## config.mk

```make
export PLATFORM = sky130hd
export DESIGN_NAME = rv_decode_top
export DESIGN_NICKNAME = d
export VERILOG_FILES = /design/src/rv_decode_pkg.sv /design/src/rv_insn_match.sv /design/src/rv_ctrl_gen.sv /design/src/rv_decode_top.sv
export VERILOG_INCLUDE_DIRS = /design/src
export SDC_FILE = /design/constraint.sdc
export NUM_CORES = 1
export LEC_CHECK = 0
export BUFFER_PORTS_ARGS = -buffer_cell sky130_fd_sc_hd__buf_4
export CELL_PAD_IN_SITES_DETAIL_PLACEMENT = 0
export CELL_PAD_IN_SITES_GLOBAL_PLACEMENT = 1
export CORE_ASPECT_RATIO = 0.9
export CORE_MARGIN = 2
export CORE_UTILIZATION = 39
export CTS_BUF_LIST = sky130_fd_sc_hd__clkbuf_2
export DETAILED_ROUTE_END_ITERATION = 8
export PLACE_DENSITY_LB_ADDON = 0.1
export SETUP_SLACK_MARGIN = 0.3
export SLEW_MARGIN = 20
export SYNTH_ARGS = -nofsm -noshare
export SYNTH_HDL_FRONTEND = slang
export SYNTH_SLANG_ARGS = --single-unit
```

## constraint.sdc

```tcl
create_clock -name clk -period 2.26 [get_ports clk]
set_input_delay 0.113 -clock clk [delete_from_list [all_inputs] [get_ports clk]]
set_output_delay 0.113 -clock clk [all_outputs]
set_load 0.005 [all_outputs]
```

## src/rv_decode_consts.svh

```systemverilog
`ifndef RV_DECODE_CONSTS_SVH
`define RV_DECODE_CONSTS_SVH

// field widths of an rv32 instruction word
`define RV_INSTR_W   32      // full instruction word
`define RV_OPCODE_W  7       // bits 6..0
`define RV_FUNCT3_W  3       // bits 14..12
`define RV_FUNCT7_W  7       // bits 31..25

// major opcodes, low two bits always 11
`define RV_OP_LOAD   7'b0000011  // lb lh lw lbu lhu
`define RV_OP_STORE  7'b0100011  // sb sh sw, only sw decoded
`define RV_OP_IMM    7'b0010011  // i-type arithmetic
`define RV_OP_REG    7'b0110011  // r-type arithmetic
`define RV_OP_BRANCH 7'b1100011  // conditional branches
`define RV_OP_JALR   7'b1100111  // jalr, i-type
`define RV_OP_SYSTEM 7'b1110011  // csr access and mret
`define RV_OP_LUI    7'b0110111  // u-type
`define RV_OP_AUIPC  7'b0010111  // u-type, pc relative

// funct7 patterns
`define RV_F7_BASE   7'b0000000  // plain add srl and friends
`define RV_F7_ALT    7'b0100000  // sub and sra
`define RV_F7_MRET   7'b0011000  // mret, with funct3 000

`endif

```

## src/rv_decode_pkg.sv

```systemverilog
`default_nettype none

`include "rv_decode_consts.svh"

package rv_decode_pkg;

   typedef logic [`RV_INSTR_W-1:0]  instr_t;   // raw instruction word
   typedef logic [`RV_OPCODE_W-1:0] opcode_t;  // major opcode
   typedef logic [`RV_FUNCT3_W-1:0] funct3_t;  // minor opcode
   typedef logic [`RV_FUNCT7_W-1:0] funct7_t;  // upper function bits

   // load/store access size, word is the idle value
   typedef enum logic [1:0] {lsw_word = 2'd0, lsw_half = 2'd1, lsw_byte = 2'd2} lswidth_e;

   // zero means no branch, so a cleared word never branches
   typedef enum logic [2:0] {br_none = 3'd0, br_eq = 3'd1, br_ne = 3'd2} branch_type_e;

   // coarse alu group, refined later by the alu decoder
   typedef enum logic [1:0] {alu_addr = 2'd0, alu_branch = 2'd1, alu_arith = 2'd2} alu_op_e;

   typedef enum logic [2:0] {
      imm_r = 3'd0,     // no immediate
      imm_i = 3'd1,
      imm_s = 3'd2,
      imm_b = 3'd3,
      imm_u = 3'd4
   } imm_type_e;

   typedef enum logic [1:0] {csr_write = 2'd0, csr_set = 2'd1, csr_clear = 2'd2} csr_wsc_e;

   typedef enum logic [5:0] {
      insn_illegal,
      insn_lw, insn_lh, insn_lhu, insn_lb, insn_lbu,           // loads
      insn_sw,                                                 // store
      insn_addi, insn_andi, insn_ori, insn_xori, insn_sltiu,   // i-type alu
      insn_add, insn_sub, insn_and, insn_or, insn_xor,         // r-type alu
      insn_sltu, insn_sll, insn_srl, insn_sra,
      insn_beq, insn_bne, insn_jalr,                           // control flow
      insn_lui, insn_auipc,
      insn_csrrw, insn_csrrs, insn_csrrc,                      // csr via rs1
      insn_csrrwi, insn_csrrsi, insn_csrrci,                   // csr via uimm
      insn_mret
   } insn_kind_e;

   // main decoder control word, msb first
   typedef struct packed {
      lswidth_e     lswidth;        // 23:22
      logic         load_sign_ext;  // 21
      logic         lui;            // 20
      logic         auipc;          // 19
      logic         mret;           // 18
      logic         csr;            // 17 csr enable
      logic         csr_uimm;       // 16 rs1 field used as uimm
      csr_wsc_e     csr_wsc;        // 15:14
      logic         mem_to_reg;     // 13
      logic         mem_write;      // 12
      branch_type_e branch_type;    // 11:9
      logic         alu_src;        // 8 0 rs2, 1 imm
      logic         reg_write;      // 7
      logic         jump;           // 6
      alu_op_e      alu_op;         // 5:4
      imm_type_e    imm_type;       // 3:1
      logic         ill_instr;      // 0
   } ctrl_word_s;

endpackage

`default_nettype wire

```

## src/rv_insn_match.sv

```systemverilog
`default_nettype none

`include "rv_decode_consts.svh"

module rv_insn_match (
   input  logic                      clk,
   input  logic                      reset,
   input  logic                      in_valid,
   input  rv_decode_pkg::instr_t     in_instr,
   output logic                      in_ready,
   output logic                      kind_valid,
   output rv_decode_pkg::insn_kind_e kind,
   input  logic                      kind_ready
);

   rv_decode_pkg::opcode_t    opcode;
   rv_decode_pkg::funct3_t    funct3;
   rv_decode_pkg::funct7_t    funct7;
   rv_decode_pkg::insn_kind_e kind_next;

   assign opcode = in_instr[6:0];
   assign funct3 = in_instr[14:12];
   assign funct7 = in_instr[31:25];

   always_comb begin
      kind_next = rv_decode_pkg::insn_illegal; // anything unmatched
      case (opcode)
         `RV_OP_LOAD: begin
            case (funct3)
               3'b000:  kind_next = rv_decode_pkg::insn_lb;
               3'b001:  kind_next = rv_decode_pkg::insn_lh;
               3'b010:  kind_next = rv_decode_pkg::insn_lw;
               3'b100:  kind_next = rv_decode_pkg::insn_lbu;
               3'b101:  kind_next = rv_decode_pkg::insn_lhu;
               default: kind_next = rv_decode_pkg::insn_illegal;
            endcase
         end
         `RV_OP_STORE: begin
            if (funct3 == 3'b010) kind_next = rv_decode_pkg::insn_sw; // sb sh not supported
         end
         `RV_OP_IMM: begin
            case (funct3)
               3'b000:  kind_next = rv_decode_pkg::insn_addi;
               3'b011:  kind_next = rv_decode_pkg::insn_sltiu;
               3'b100:  kind_next = rv_decode_pkg::insn_xori;
               3'b110:  kind_next = rv_decode_pkg::insn_ori;
               3'b111:  kind_next = rv_decode_pkg::insn_andi;
               default: kind_next = rv_decode_pkg::insn_illegal; // slli slti srli srai
            endcase
         end
         `RV_OP_REG: begin
            if (funct7 == `RV_F7_BASE) begin
               case (funct3)
                  3'b000:  kind_next = rv_decode_pkg::insn_add;
                  3'b001:  kind_next = rv_decode_pkg::insn_sll;
                  3'b011:  kind_next = rv_decode_pkg::insn_sltu;
                  3'b100:  kind_next = rv_decode_pkg::insn_xor;
                  3'b101:  kind_next = rv_decode_pkg::insn_srl;
                  3'b110:  kind_next = rv_decode_pkg::insn_or;
                  3'b111:  kind_next = rv_decode_pkg::insn_and;
                  default: kind_next = rv_decode_pkg::insn_illegal; // slt
               endcase
            end else if (funct7 == `RV_F7_ALT && funct3 == 3'b000) begin
               kind_next = rv_decode_pkg::insn_sub;
            end else if (funct7 == `RV_F7_ALT && funct3 == 3'b101) begin
               kind_next = rv_decode_pkg::insn_sra;
            end
         end
         `RV_OP_BRANCH: begin
            if (funct3 == 3'b000) kind_next = rv_decode_pkg::insn_beq;
            if (funct3 == 3'b001) kind_next = rv_decode_pkg::insn_bne; // blt etc stay illegal
         end
         `RV_OP_JALR: begin
            if (funct3 == 3'b000) kind_next = rv_decode_pkg::insn_jalr;
         end
         `RV_OP_SYSTEM: begin
            case (funct3)
               3'b000: begin
                  if (funct7 == `RV_F7_MRET) kind_next = rv_decode_pkg::insn_mret; // ecall ebreak not
               end
               3'b001:  kind_next = rv_decode_pkg::insn_csrrw;
               3'b010:  kind_next = rv_decode_pkg::insn_csrrs;
               3'b011:  kind_next = rv_decode_pkg::insn_csrrc;
               3'b101:  kind_next = rv_decode_pkg::insn_csrrwi;
               3'b110:  kind_next = rv_decode_pkg::insn_csrrsi;
               3'b111:  kind_next = rv_decode_pkg::insn_csrrci;
               default: kind_next = rv_decode_pkg::insn_illegal;
            endcase
         end
         `RV_OP_LUI:   kind_next = rv_decode_pkg::insn_lui;
         `RV_OP_AUIPC: kind_next = rv_decode_pkg::insn_auipc;
         default:      kind_next = rv_decode_pkg::insn_illegal; // fence, jal, zero word
      endcase
   end

   // one-entry slot, accepts when empty or draining this cycle
   assign in_ready = ~kind_valid | kind_ready;

   always_ff @(posedge clk) begin
      if (reset) begin
         kind_valid <= 1'b0;
      end else if (in_ready) begin
         kind_valid <= in_valid; // refill or go empty
      end
   end

   always_ff @(posedge clk) begin
      if (in_valid && in_ready) begin
         kind <= kind_next; // payload only, no reset
      end
   end

endmodule

`default_nettype wire

```

## src/rv_ctrl_gen.sv

```systemverilog
`default_nettype none

module rv_ctrl_gen (
   input  logic                      clk,
   input  logic                      reset,
   input  logic                      kind_valid,
   input  rv_decode_pkg::insn_kind_e kind,
   output logic                      kind_ready,
   output logic                      out_valid,
   output rv_decode_pkg::ctrl_word_s out_ctrl,
   input  logic                      out_ready
);

   rv_decode_pkg::ctrl_word_s ctrl_next;

   always_comb begin
      ctrl_next = '0;
      ctrl_next.alu_src = 1'b1; // immediate by default
      case (kind)
         rv_decode_pkg::insn_lw, rv_decode_pkg::insn_lh, rv_decode_pkg::insn_lhu,
         rv_decode_pkg::insn_lb, rv_decode_pkg::insn_lbu: begin
            ctrl_next.mem_to_reg = 1'b1;
            ctrl_next.reg_write  = 1'b1;
            ctrl_next.alu_op     = rv_decode_pkg::alu_addr;  // base plus offset
            ctrl_next.imm_type   = rv_decode_pkg::imm_i;
         end
         rv_decode_pkg::insn_sw: begin
            ctrl_next.mem_write = 1'b1;
            ctrl_next.alu_op    = rv_decode_pkg::alu_addr;
            ctrl_next.imm_type  = rv_decode_pkg::imm_s;     // split offset
         end
         rv_decode_pkg::insn_addi, rv_decode_pkg::insn_andi, rv_decode_pkg::insn_ori,
         rv_decode_pkg::insn_xori, rv_decode_pkg::insn_sltiu: begin
            ctrl_next.reg_write = 1'b1;
            ctrl_next.alu_op    = rv_decode_pkg::alu_arith;
            ctrl_next.imm_type  = rv_decode_pkg::imm_i;
         end
         rv_decode_pkg::insn_add, rv_decode_pkg::insn_sub, rv_decode_pkg::insn_and,
         rv_decode_pkg::insn_or, rv_decode_pkg::insn_xor, rv_decode_pkg::insn_sltu,
         rv_decode_pkg::insn_sll, rv_decode_pkg::insn_srl, rv_decode_pkg::insn_sra: begin
            ctrl_next.alu_src   = 1'b0;                     // second operand from rs2
            ctrl_next.reg_write = 1'b1;
            ctrl_next.alu_op    = rv_decode_pkg::alu_arith; // funct bits resolve the op
            ctrl_next.imm_type  = rv_decode_pkg::imm_r;
         end
         rv_decode_pkg::insn_beq, rv_decode_pkg::insn_bne: begin
            ctrl_next.branch_type = (kind == rv_decode_pkg::insn_beq) ?
                                    rv_decode_pkg::br_eq : rv_decode_pkg::br_ne;
            ctrl_next.alu_src     = 1'b0;                   // compare rs1 with rs2
            ctrl_next.alu_op      = rv_decode_pkg::alu_branch;
            ctrl_next.imm_type    = rv_decode_pkg::imm_b;
         end
         rv_decode_pkg::insn_jalr: begin
            ctrl_next.reg_write = 1'b1; // link address
            ctrl_next.jump      = 1'b1;
            ctrl_next.alu_op    = rv_decode_pkg::alu_addr;
            ctrl_next.imm_type  = rv_decode_pkg::imm_i;
         end
         rv_decode_pkg::insn_lui, rv_decode_pkg::insn_auipc: begin
            ctrl_next.lui       = (kind == rv_decode_pkg::insn_lui);
            ctrl_next.auipc     = (kind == rv_decode_pkg::insn_auipc);
            ctrl_next.reg_write = 1'b1;
            ctrl_next.alu_op    = rv_decode_pkg::alu_addr;
            ctrl_next.imm_type  = rv_decode_pkg::imm_u;     // upper 20 bits
         end
         rv_decode_pkg::insn_csrrw, rv_decode_pkg::insn_csrrs, rv_decode_pkg::insn_csrrc,
         rv_decode_pkg::insn_csrrwi, rv_decode_pkg::insn_csrrsi,
         rv_decode_pkg::insn_csrrci: begin
            ctrl_next.csr       = 1'b1;
            ctrl_next.reg_write = 1'b1; // old csr value to rd
            ctrl_next.imm_type  = rv_decode_pkg::imm_i;     // csr address field
         end
         rv_decode_pkg::insn_mret: begin
            ctrl_next.mret     = 1'b1;
            ctrl_next.imm_type = rv_decode_pkg::imm_i;
         end
         default: begin
            // unknown word, nothing may change architectural state
            ctrl_next           = '0;
            ctrl_next.ill_instr = 1'b1;
         end
      endcase

      case (kind)
         rv_decode_pkg::insn_lh: begin
            ctrl_next.lswidth       = rv_decode_pkg::lsw_half;
            ctrl_next.load_sign_ext = 1'b1;
         end
         rv_decode_pkg::insn_lb: begin
            ctrl_next.lswidth       = rv_decode_pkg::lsw_byte;
            ctrl_next.load_sign_ext = 1'b1;
         end
         rv_decode_pkg::insn_lhu: ctrl_next.lswidth = rv_decode_pkg::lsw_half; // zero extend
         rv_decode_pkg::insn_lbu: ctrl_next.lswidth = rv_decode_pkg::lsw_byte; // zero extend
         rv_decode_pkg::insn_csrrs, rv_decode_pkg::insn_csrrsi:
            ctrl_next.csr_wsc = rv_decode_pkg::csr_set;
         rv_decode_pkg::insn_csrrc, rv_decode_pkg::insn_csrrci:
            ctrl_next.csr_wsc = rv_decode_pkg::csr_clear;
         default: ctrl_next.lswidth = rv_decode_pkg::lsw_word; // word and csr_write stay
      endcase

      // immediate forms take the rs1 field as a 5-bit uimm
      ctrl_next.csr_uimm = (kind == rv_decode_pkg::insn_csrrwi) ||
                           (kind == rv_decode_pkg::insn_csrrsi) ||
                           (kind == rv_decode_pkg::insn_csrrci);
   end

   assign kind_ready = ~out_valid | out_ready; // slot empty or draining

   always_ff @(posedge clk) begin
      if (reset) begin
         out_valid <= 1'b0;
      end else if (kind_ready) begin
         out_valid <= kind_valid;
      end
   end

   always_ff @(posedge clk) begin
      if (kind_valid && kind_ready) begin
         out_ctrl <= ctrl_next; // control word held until taken
      end
   end

endmodule

`default_nettype wire

```

## src/rv_decode_top.sv

```systemverilog
`default_nettype none

module rv_decode_top (
   input  logic                      clk,
   input  logic                      reset,
   input  logic                      in_valid,
   input  rv_decode_pkg::instr_t     in_instr,
   output logic                      in_ready,
   output logic                      out_valid,
   output rv_decode_pkg::ctrl_word_s out_ctrl,
   input  logic                      out_ready
);

   logic                      kind_valid; // stage 1 slot full
   rv_decode_pkg::insn_kind_e kind;       // matched instruction
   logic                      kind_ready; // stage 2 can take it

   rv_insn_match u_match (
      .clk        (clk),
      .reset      (reset),
      .in_valid   (in_valid),
      .in_instr   (in_instr),
      .in_ready   (in_ready),
      .kind_valid (kind_valid),
      .kind       (kind),
      .kind_ready (kind_ready)
   );

   rv_ctrl_gen u_ctrl (
      .clk        (clk),
      .reset      (reset),
      .kind_valid (kind_valid),
      .kind       (kind),
      .kind_ready (kind_ready),
      .out_valid  (out_valid),
      .out_ctrl   (out_ctrl),
      .out_ready  (out_ready)
   );

endmodule

`default_nettype wire

```

# Word level (Yosys, flattened, before mapping)
# Cells that the tools add are included.
# Widths: inputs -> output; s select.
dict set report classes {
  bitwise_logic 4
  reduce_logical 22
  eq_ne 50
  mux 27
}
# cell n
set op_table {}
lappend op_table {{$eq 6x5->1 const B} 16}
lappend op_table {{$pmux 6 s9} 1}
lappend op_table {{$eq 6x4->1 const B} 8}
lappend op_table {{$pmux 6 s7} 1}
lappend op_table {{$pmux 5 s7} 1}
lappend op_table {{$reduce_or 32->1} 1}
lappend op_table {{$eq 7x6->1 const B} 4}
lappend op_table {{$reduce_or 28->1} 1}
lappend op_table {{$eq 6x3->1 const B} 4}
lappend op_table {{$eq 7x5->1 const B} 3}
lappend op_table {{$eq 7x7->1 const B} 3}
lappend op_table {{$reduce_or 21->1} 1}
lappend op_table {{$mux 5} 4}
lappend op_table {{$pmux 4 s5} 1}
lappend op_table {{$mux 6} 3}
lappend op_table {{$reduce_or 18->1} 1}
lappend op_table {{$pmux 3 s5} 1}
lappend op_table {{$reduce_or 14->1} 1}
lappend op_table {{$reduce_or 2->1} 7}
lappend op_table {{$eq 3x3->1 const B} 4}
lappend op_table {{$eq 6x2->1 const B} 2}
lappend op_table {{$pmux 2 s2} 3}
lappend op_table {{$pmux 3 s4} 1}
lappend op_table {{$mux 1} 9}
lappend op_table {{15 further kinds} 22}
dict set report word_totals {
  wordCells 123
  ff_bits 32
  output_inout_bits 26
  in_bits 36
}

# Longest topological paths before layout
# Gate-level depths: netlist of run 1.
dict set report depth {
  word_depth 6
  depth_mapped 6
  mapped_depth_nobuf 4
}

# Hierarchy
# From an unflattened synthesis of run 1, not the netlist that was laid out.
dict set report unflattened {
  hier_cells 195
  area_unflattened_um2 1921.8
}
# mod cells_per_inst instances seq_area_each_um2 area_each_um2
set modules_own_cells {}
lappend modules_own_cells {rv_ctrl_gen 99 1 710.7 1156.1}
lappend modules_own_cells {rv_insn_match 96 1 200.2 765.7}

# Least setup slack after synthesis of run 1
# Ideal clock, no wire load.
dict set report synth_timing {
  path_type {register to register}
  startpoint {register u_ctrl.out_valid}
  endpoint {register u_ctrl.out_ctrl[0] (netlist name)}
  setup_time_ps 405
  synth_period_minus_slack_ps 1926
  t_required_ps 1855
  t_arrival_ps 1520
  path_slack_ps 334
  path_buffers 0
  stages_incl_launch_ff 3
  path_cell_list {dfxtp_1 -> nor2b_1 -> nor2b_1}
}
dict set report synth_via {
  elab_chain_cells 3
}
# item line_no
set synth_lines {}
lappend synth_lines {{start, declared} rv_ctrl_gen.sv:9} ;# output logic out_valid,
lappend synth_lines {{start signal, assigned} rv_ctrl_gen.sv:114} ;# out_valid <= kind_valid;
lappend synth_lines {{$not 1->1} rv_ctrl_gen.sv:108} ;# assign kind_ready = ~out_valid | out_ready;
lappend synth_lines {{$or 1x1->1} rv_ctrl_gen.sv:108}
lappend synth_lines {{$logic_and 1x1->1} rv_ctrl_gen.sv:119} ;# if (kind_valid && kind_ready) begin
# Every way passes these cells.
# A chain may end at the register's enable or synchronous reset.

==> results of run 1 <==
==> worst max-delay path, delay by kind of cell, from the launching register on <==
family,cells,cell delay (ps)
flip-flops,1,680
AO/OA/AOI/OAI,3,430
AND/OR/NAND/NOR,1,250
==> flip-flops by register name (all words and copies together), names as in the netlist <==
register            flops
u_match.kind_valid      1
u_match.kind            6
u_ctrl.out_valid        1
u_ctrl.out_ctrl        23
==> where the power goes <==
part | switching (mW) | leakage, nW | internal (mW)
clock network | 0.174 | 0.0304 | 0.0761
logic | 0.0991 | 0.549 | 0.0965
registers | 0.0271 | 0.286 | 0.658
==> metrics by stage <==
stage | hold WS (ps) | cell area [um^2] | instances
after detailed placement | 284 | 2270 | 300
after global routing | 18.2 | 2330 | 310
after floorplan | 185 | 1940 | 205
after CTS | 33.7 | 2330 | 310
after global placement | 285 | 2270 | 300
final | 57.3 | 2330 | 310
==> worst max-delay path by stage <==
| stage | depth (start not counted) | endpoint |
|---|---|---|
| 6_report | 4 | u_ctrl.out_ctrl[1] |
| 5_1_grt | 4 | u_ctrl.out_ctrl[8] |
| 4_1_cts | 4 | u_ctrl.out_ctrl[1] |
| 3_5_place_dp | 4 | u_ctrl.out_ctrl[1] |
| 3_3_place_gp | 4 | u_ctrl.out_ctrl[1] |
| 2_1_floorplan | 2 | u_ctrl.out_ctrl[0] |
==> per-layer routing <==
metal  up-vias  GRT usage, %  share of wire [%]
met5         -             0                  0
met4         0          4.09               0.95
met3         7          3.95                6.0
met2        52          22.7                 43
met1       710          22.6                 50
li1        828             -                  -
==> cell families (layout without fill, tap and decap cells) <==
family | after synthesis | after routing | share of synthesized area [%]
xor gates and xnor gates | 6 | 6 | 2.70
buffers and inverters | 21 | 61 | 6.25
AOI/OAI and AO/OA | 47 | 47 | 15.8
DFF | 31 | 31 | 46.9
muxes | 1 | 1 | 0.515
other | 1 | 1 | 0.193
and+or+nand+nor | 98 | 98 | 27.6
==> timing repair <==
| action | 4_1_cts | 5_1_grt |
|---|---|---|
| buffers inserted | 0 | 0 |
| hold endpoints to repair | 2 | 0 |
| hold buffers | 2 | 0 |
==> Yosys cell counts, types with 3 or more instances <==
library cell / n / area [um^2]
sky130_fd_sc_hd__clkbuf_1: 5 / 18.8
sky130_fd_sc_hd__o21ai_1: 5 / 25.0
sky130_fd_sc_hd__nor2b_1: 7 / 43.8
sky130_fd_sc_hd__and3b_1: 5 / 43.8
sky130_fd_sc_hd__buf_2: 4 / 20.0
sky130_fd_sc_hd__nand2b_1: 4 / 25.0
sky130_fd_sc_hd__nor3b_1: 3 / 22.5
sky130_fd_sc_hd__edfxtp_1: 29 / 871
sky130_fd_sc_hd__inv_1: 5 / 18.8
sky130_fd_sc_hd__nand2_1: 23 / 86.3
sky130_fd_sc_hd__o21ai_0: 8 / 40.0
sky130_fd_sc_hd__a21oi_1: 11 / 55.1
sky130_fd_sc_hd__buf_4: 4 / 30.0
sky130_fd_sc_hd__nor2_1: 24 / 90.1
sky130_fd_sc_hd__o211ai_1: 3 / 22.5
sky130_fd_sc_hd__o22ai_1: 4 / 25.0
sky130_fd_sc_hd__nor4_1: 3 / 18.8
sky130_fd_sc_hd__nand3b_1: 3 / 22.5
sky130_fd_sc_hd__nand3_1: 4 / 20.0
sky130_fd_sc_hd__nor3_1: 10 / 50.1
sky130_fd_sc_hd__buf_6: 3 / 33.8
sky130_fd_sc_hd__xor2_1: 4 / 35.0
==> final cells by class <==
type                       instances  area [um^2]
multi-input combinational        153          913
inverter                           5         18.8
timing repair buffer              48          365
sequential                        31          911
clock inverter                     2         8.76
tap                               65         81.3
clock buffer                       6         30.0
fill                             479         2510
==> load_flow_metrics.sql, run 1 <==
INSERT INTO impl_metrics (metric_group, metric, value, unit) VALUES
('status', 'status', 'complete, no violations', ''),
('timing', 'setup_viol', '0', ''),
('route', 'total_vias_in_the_final_route', '1597', ''),
('timing', 'slew_headroom', '58.1', '%'),
('flow_run', 'max_cap_violations', '0', ''),
('min_path', 'holdPathStages', '2', ''),
('timing', 'worst_slack', '657', 'ps'),
('min_path', 'hold_end', 'u_match.kind[5]', ''),
('die', 'die_h', '71.0', 'um'),
('timing', 'layout_worst_path_cycle_share', '70.9', '%'),
('clock_network', 'clock_latency', '350', 'ps'),
('critical_path', 'critPathMaxStageDelay', '680', 'ps'),
('route', 'detail_route.vias_per_cell', '5.15', ''),
('finish', 'final_layout_size_suffix_gt1_share', '24.1', '%'),
('logic_synthesis', 'syn_area', '0.00194', 'mm^2'),
('die', 'fp.dieW', '78.4', 'um'),
('clock_network', 'clock_tree.buffer_depth', '2', ''),
('finish', 'fin_util', '48.2', '%'),
('die', 'start_util', '40.2', '%'),
('logic_synthesis', 'seq_area_frac_synth', '46.9', '%'),
('clock_network', 'cts_max_level', '2', ''),
('power', 'report.power.total', '1.13', 'mW'),
('critical_path', 'cp_data_arrival_time', '1700', 'ps'),
('min_path', 'holdCritStartpoint', 'in_instr[27]', ''),
('route', 'routed_wire_length_per_instance', '12.6', 'um'),
('power', 'vdd_ir_drop_max', '0.284', 'mV'),
('finish', 'mostFrequentLayoutCell', 'sky130_fd_sc_hd__buf_4', ''),
('critical_path', 'worst-path-max-fanout', '22', ''),
('critical_path', 'timing.reg2reg.worst_path_depth', '4', ''),
('die', 'die_area', '0.00556', 'mm^2'),
('power', 'pd_cells', '486', 'mW/mm^2'),
('timing', 'finalWorstPathRequiredPeriod', '1600', 'ps'),
('clock_network', 'cts_made_buffers', '5', ''),
('placed_design', 'globalplace.congestion', '0.848', ''),
('critical_path', 'slowest_stage', 'sky130_fd_sc_hd__edfxtp_1', ''),
('logic_synthesis', 'synthArstFlopShare', '0', '%'),
('finish', 'design.final.nets', '280', ''),
('min_path', 'hp-class', 'in2reg', ''),
('route', 'totalWireLength', '3910', 'um'),
('clock_network', 'cts_num_sinks', '31', ''),
('clock_network', 'cts.repair.resized', '0', ''),
('critical_path', 'critPathLaunchType', 'register', ''),
('die', 'placeable_core_area', '0.00483', 'mm^2'),
('route', 'drtAntennaViolNets', '0', ''),
('logic_synthesis', 'synth.ff_latch_count', '31', ''),
('die', 'placementRows', '24', ''),
('global_route', 'first_global_vias', '1459', ''),
('critical_path', 'critical_path.reg2reg.endpoint', 'u_ctrl.out_ctrl[1]', ''),
('power', 'power.leakage', '0.866', 'nW'),
('logic_synthesis', 'synth_cell_type_count', '50', ''),
('clock_network', 'worst_setup_hold_path_clk_slew', '130', 'ps'),
('critical_path', 'crit-reg2reg-launch', 'u_match.kind[2]', ''),
('critical_path', 'critPathKind', 'reg2reg', ''),
('logic_synthesis', 'syn_inst', '205', ''),
('timing', 'max_clock_freq', '0.624', 'GHz'),
('logic_synthesis', 'top_reg_cell_synth', 'sky130_fd_sc_hd__edfxtp_1', ''),
('route', 'dr.first_iter.drc_count', '138', ''),
('placed_design', 'post_placement_setup_slack', '667', 'ps'),
('timing', 'max_slew.worst_pin.slew', '629', 'ps'),
('critical_path', 'timing.critical_path.required', '2350', 'ps'),
('timing', 'worst_clock_skew', '18.9', 'ps'),
('critical_path', 'worst_path_cell_chain', 'nand2b_1 > a22o_1 > a21oi_1 > o21ai_1', ''),
('global_route', 'antenna_violations_before_repair', '0', ''),
('critical_path', 'regToRegSetupSlack', '660', 'ps'),
('logic_synthesis', 'synth_edf_count', '29', ''),
('logic_synthesis', 'postSynthAreaPerCell', '9.48', 'um^2'),
('critical_path', 'cp-startpoint', 'u_match.kind[2]', ''),
('timing', 'timing_max_transition_violations_final', '0', ''),
('critical_path', 'critPathCaptureType', 'register', ''),
('global_route', 'grt.overflow.total', '0', ''),
('timing', 'rsz0062_at_grt', 'no', '');
Power figures use the tool's default switching activity.
==> inputs of run 2 (changes only) <==
--- a/config.mk
+++ b/config.mk
@@ -6,6 +6,7 @@
 export SDC_FILE = /design/constraint.sdc
 export NUM_CORES = 1
 export LEC_CHECK = 0
+export ABC_AREA = 1
 export BUFFER_PORTS_ARGS = -buffer_cell sky130_fd_sc_hd__buf_4
 export CELL_PAD_IN_SITES_DETAIL_PLACEMENT = 0
 export CELL_PAD_IN_SITES_GLOBAL_PLACEMENT = 1
==> constraint.sdc (replaced) <==
create_clock -name clk -period 1.51 [get_ports clk]
set_input_delay 0.0755 -clock clk [delete_from_list [all_inputs] [get_ports clk]]
set_output_delay 0.0755 -clock clk [all_outputs]
set_load 0.005 [all_outputs]
==> load_flow_metrics.sql, run 2 <==
INSERT INTO impl_metrics (metric_group, metric, value, unit) VALUES
('status', 'status', 'finished with violations', ''),
('status', 'violations_in_the_final_reports', 'setup timing', ''),
('finish', 'fin_util', '58.6', '%'),
('placed_design', 'io_buffers', '45', ''),
('finish', 'mostFrequentLayoutCell', 'sky130_fd_sc_hd__buf_4', ''),
('finish', 'final_layout_size_suffix_gt1_share', '43.8', '%'),
('logic_synthesis', 'synth_largest_type_area_fraction', '39.3', '%'),
('route', 'drtAntennaViolNets', '0', ''),
('critical_path', 'critPathCaptureType', 'register', ''),
('flow_run', 'max_cap_violations', '0', ''),
('power', 'pd_cells', '560', 'mW/mm^2'),
('placed_design', 'globalplace.congestion', '0.889', ''),
('critical_path', 'critPathLaunchType', 'register', ''),
('finish', 'largest_reg_flops', '23', ''),
('finish', 'most_frequent_cells_in_the_layout', 'sky130_fd_sc_hd__buf_4 (71), sky130_fd_sc_hd__nand2_1 (58), sky130_fd_sc_hd__nor2_1 (40), sky130_fd_sc_hd__nand3_1 (36), sky130_fd_sc_hd__inv_1 (31)', ''),
('die', 'die_area', '0.00630', 'mm^2'),
('timing', 'finalWorstPathRequiredPeriod', '1540', 'ps'),
('logic_synthesis', 'syn_inst', '290', ''),
('global_route', 'antenna_violations_before_repair', '0', ''),
('min_path', 'hp-class', 'in2reg', ''),
('die', 'fp.dieW', '83.5', 'um'),
('placed_design', 'dp_hpwl', '4230', 'um'),
('power', 'vdd_ir_drop_max', '0.409', 'mV'),
('logic_synthesis', 'most_common_cell_in_the_synthesized_netlist', 'sky130_fd_sc_hd__nand2_1', ''),
('critical_path', 'cp_data_arrival_time', '1680', 'ps'),
('power', 'total_switching_power', '550', 'uW'),
('clock_network', 'clock_latency', '370', 'ps'),
('global_route', 'grt.overflow.total', '0', ''),
('die', 'die_h', '75.5', 'um'),
('finish', 'final_area', '0.00328', 'mm^2'),
('route', 'detail_route.vias_per_cell', '4.79', ''),
('clock_network', 'worst_setup_hold_path_clk_slew', '170', 'ps'),
('finish', 'n_fill_cell', '548', ''),
('logic_synthesis', 'yosys_warnings', '0', ''),
('logic_synthesis', 'synthArstFlopShare', '0', '%'),
('die', 'placeable_core_area', '0.00560', 'mm^2'),
('route', 'drt_pre_antenna_iters', '4', ''),
('route', 'dr.first_iter.drc_count', '155', ''),
('clock_network', 'clock_tree_from_tritoncts', 'yes', ''),
('power', 'report.power.total', '1.84', 'mW'),
('placed_design', 'place_area', '0.00289', 'mm^2'),
('global_route', 'first_global_vias', '2020', ''),
('finish', 'top_registers', 'u_ctrl.out_ctrl (23), u_match.kind (6)', ''),
('global_route', 'grt_start_max_net_pins', '23', ''),
('finish', 'register_area', '915', 'um^2'),
('timing', 'setup-tns-final', '-29.5', 'ps'),
('route', 'total_vias_in_the_final_route', '2202', ''),
('clock_network', 'cts_max_level', '2', ''),
('placed_design', 'placed_cells', '431', ''),
('timing', 'worst_slack', '-29.5', 'ps'),
('global_route', 'grtUsageTotal', '19.0', '%'),
('die', 'start_util', '39.6', '%'),
('timing', 'finalHoldWorstSlack', '56.5', 'ps'),
('logic_synthesis', 'synth_edf_count', '29', ''),
('timing', 'timing_max_transition_violations_final', '0', ''),
('finish', 'design.final.nets', '426', ''),
('clock_network', 'clock_tree.buffer_depth', '2', ''),
('timing', 'rsz0062_at_grt', 'yes', ''),
('clock_network', 'clockRootBuffer', 'sky130_fd_sc_hd__clkbuf_2', ''),
('logic_synthesis', 'netlist_top_cells_count', 'sky130_fd_sc_hd__nand2_1 (58), sky130_fd_sc_hd__nor2_1 (47), sky130_fd_sc_hd__nand3_1 (41)', ''),
('logic_synthesis', 'post_synth_main_area_contributors', 'sky130_fd_sc_hd__edfxtp_1 (39%), sky130_fd_sc_hd__nand2_1 (9.8%), sky130_fd_sc_hd__nand3_1 (9.3%)', ''),
('power', 'power.leakage', '1.67', 'nW'),
('global_route', 'global_route_wire_length_before_repair', '9500', 'um'),
('power', 'comb_power_share', '24.8', '%'),
('clock_network', 'cts_made_buffers', '5', ''),
('logic_synthesis', 'top_reg_cell_synth', 'sky130_fd_sc_hd__edfxtp_1', ''),
('route', 'remaining_drc_errors', '0', ''),
('finish', 'max_flop_register', 'u_ctrl.out_ctrl', ''),
('power', 'power.share.switching', '30.0', '%'),
('power', 'power.share.clock', '21.1', '%'),
('route', 'totalWireLength', '5830', 'um'),
('finish', 'multiInputGateArea', '0.00122', 'mm^2'),
('die', 'ios', '62', ''),
('timing', 'worst_clock_skew', '17.9', 'ps'),
('route', 'routed_wire_length_per_instance', '12.7', 'um'),
('timing', 'layout_worst_path_cycle_share', '102', '%'),
('logic_synthesis', 'yosysTopAreaCell', 'sky130_fd_sc_hd__edfxtp_1', ''),
('timing', 'finalHoldViolCount', '0', ''),
('logic_synthesis', 'synth_cell_type_count', '29', ''),
('critical_path', 'critPathKind', 'reg2reg', ''),
('logic_synthesis', 'synth_fp_nets', '326', ''),
('timing', 'setup_viol', '1', ''),
('timing', 'max_clock_freq', '0.650', 'GHz'),
('critical_path', 'timing.critical_path.required', '1650', 'ps'),
('logic_synthesis', 'syn_area', '0.00222', 'mm^2'),
('finish', 'areaGrowthSynthToFinish', '47.8', '%'),
('die', 'placementRows', '26', ''),
('finish', 'insertedDiodeCount', '0', ''),
('placed_design', 'post_placement_setup_slack', '-36.0', 'ps'),
('logic_synthesis', 'postSynthAreaPerCell', '7.65', 'um^2'),
('clock_network', 'cts_num_sinks', '31', ''),
('finish', 'layout.cells.non_filler', '460', ''),
('power', 'p_int', '1.29', 'mW'),
('power', 'power.sequential.fraction', '54.1', '%'),
('logic_synthesis', 'seq_area_frac_synth', '41.1', '%'),
('critical_path', 'worst-path-max-fanout', '5', ''),
('logic_synthesis', 'synth.ff_latch_count', '31', '');
==> run 2: cell types whose count changed in the layout (fill, tap and decap cells not counted), sizes merged, moves of 5 or more <==
cell	before	now
nor3	11	3
inv	5	49
nand3	4	49
nor2b	7	0
nor2	24	60
nand2	23	72
o21ai	13	8
and3b	6	0
buf	46	93
==> run 2: timing repair <==
item                                    CTS  global route
gates resized for setup                  30            24
pin swaps                                 5             7
hold endpoints to repair                  2             0
hold buffers                              3             0
endpoints found under the setup margin   22            26
buffers inserted                         13             6
==> run 2: worst paths after layout <==
path	slack [ps]	start	depth (start not counted)	endpoint
setup / recovery	-30	u_match.kind[2]	7	u_ctrl.out_ctrl[0]
hold / removal	60	out_ready	4	u_match.kind_valid
setup reg to reg	-30	u_match.kind[2]	7	u_ctrl.out_ctrl[0]
hold reg to reg	520	u_ctrl.out_valid	2	u_ctrl.out_valid
==> run 2: cell type report <==
class | count | area share (%)
multi-input combinational | 207 | 37.3
sequential | 31 | 27.9
timing repair buffer | 96 | 24.8
inverter | 49 | 6.22
tap | 70 | 2.67
clock buffer | 5 | 0.764
clock inverter | 2 | 0.267
==> run 2: cells by family (layout without fill, tap and decap cells) <==
| kind of cell | Yosys count | after routing | synth area share (%) |
|---|---|---|---|
| simple gates | 186 | 186 | 43.7 |
| buf+inv | 52 | 152 | 9.59 |
| flops | 31 | 31 | 41.1 |
| compound gates | 20 | 20 | 5.42 |
| other cells | 1 | 1 | 0.169 |
==> run 2: power by group through the flow <==
stage / clock network [mW] / logic, mW / registers (mW)
finish: 0.387 / 0.456 / 0.993
detailed placement: 0 / 0.377 / 1.01
global route: 0.435 / 0.503 / 0.997
global placement: 0 / 0.375 / 1.01
CTS: 0.395 / 0.433 / 0.994
floorplan: 0 / 0.197 / 1.02
==> run 2: critical path, cell delays in order, from the launching register on <==
cell and delay, ps:
sky130_fd_sc_hd__edfxtp_1 520, sky130_fd_sc_hd__buf_6 180, sky130_fd_sc_hd__nor2_4 200, sky130_fd_sc_hd__nand2_4 100, sky130_fd_sc_hd__nor2_8 120, sky130_fd_sc_hd__a21oi_2 40, sky130_fd_sc_hd__nand3_1 100, sky130_fd_sc_hd__nor2_1 50
==> run 2: layer usage <==
layer	wire (um)	vias up	global-route usage (%)
met1	2900	989	27.9
met2	2440	72	28.0
li1	-	1133	-
met4	46	0	4.12
met5	0	-	0
met3	447	8	5.31
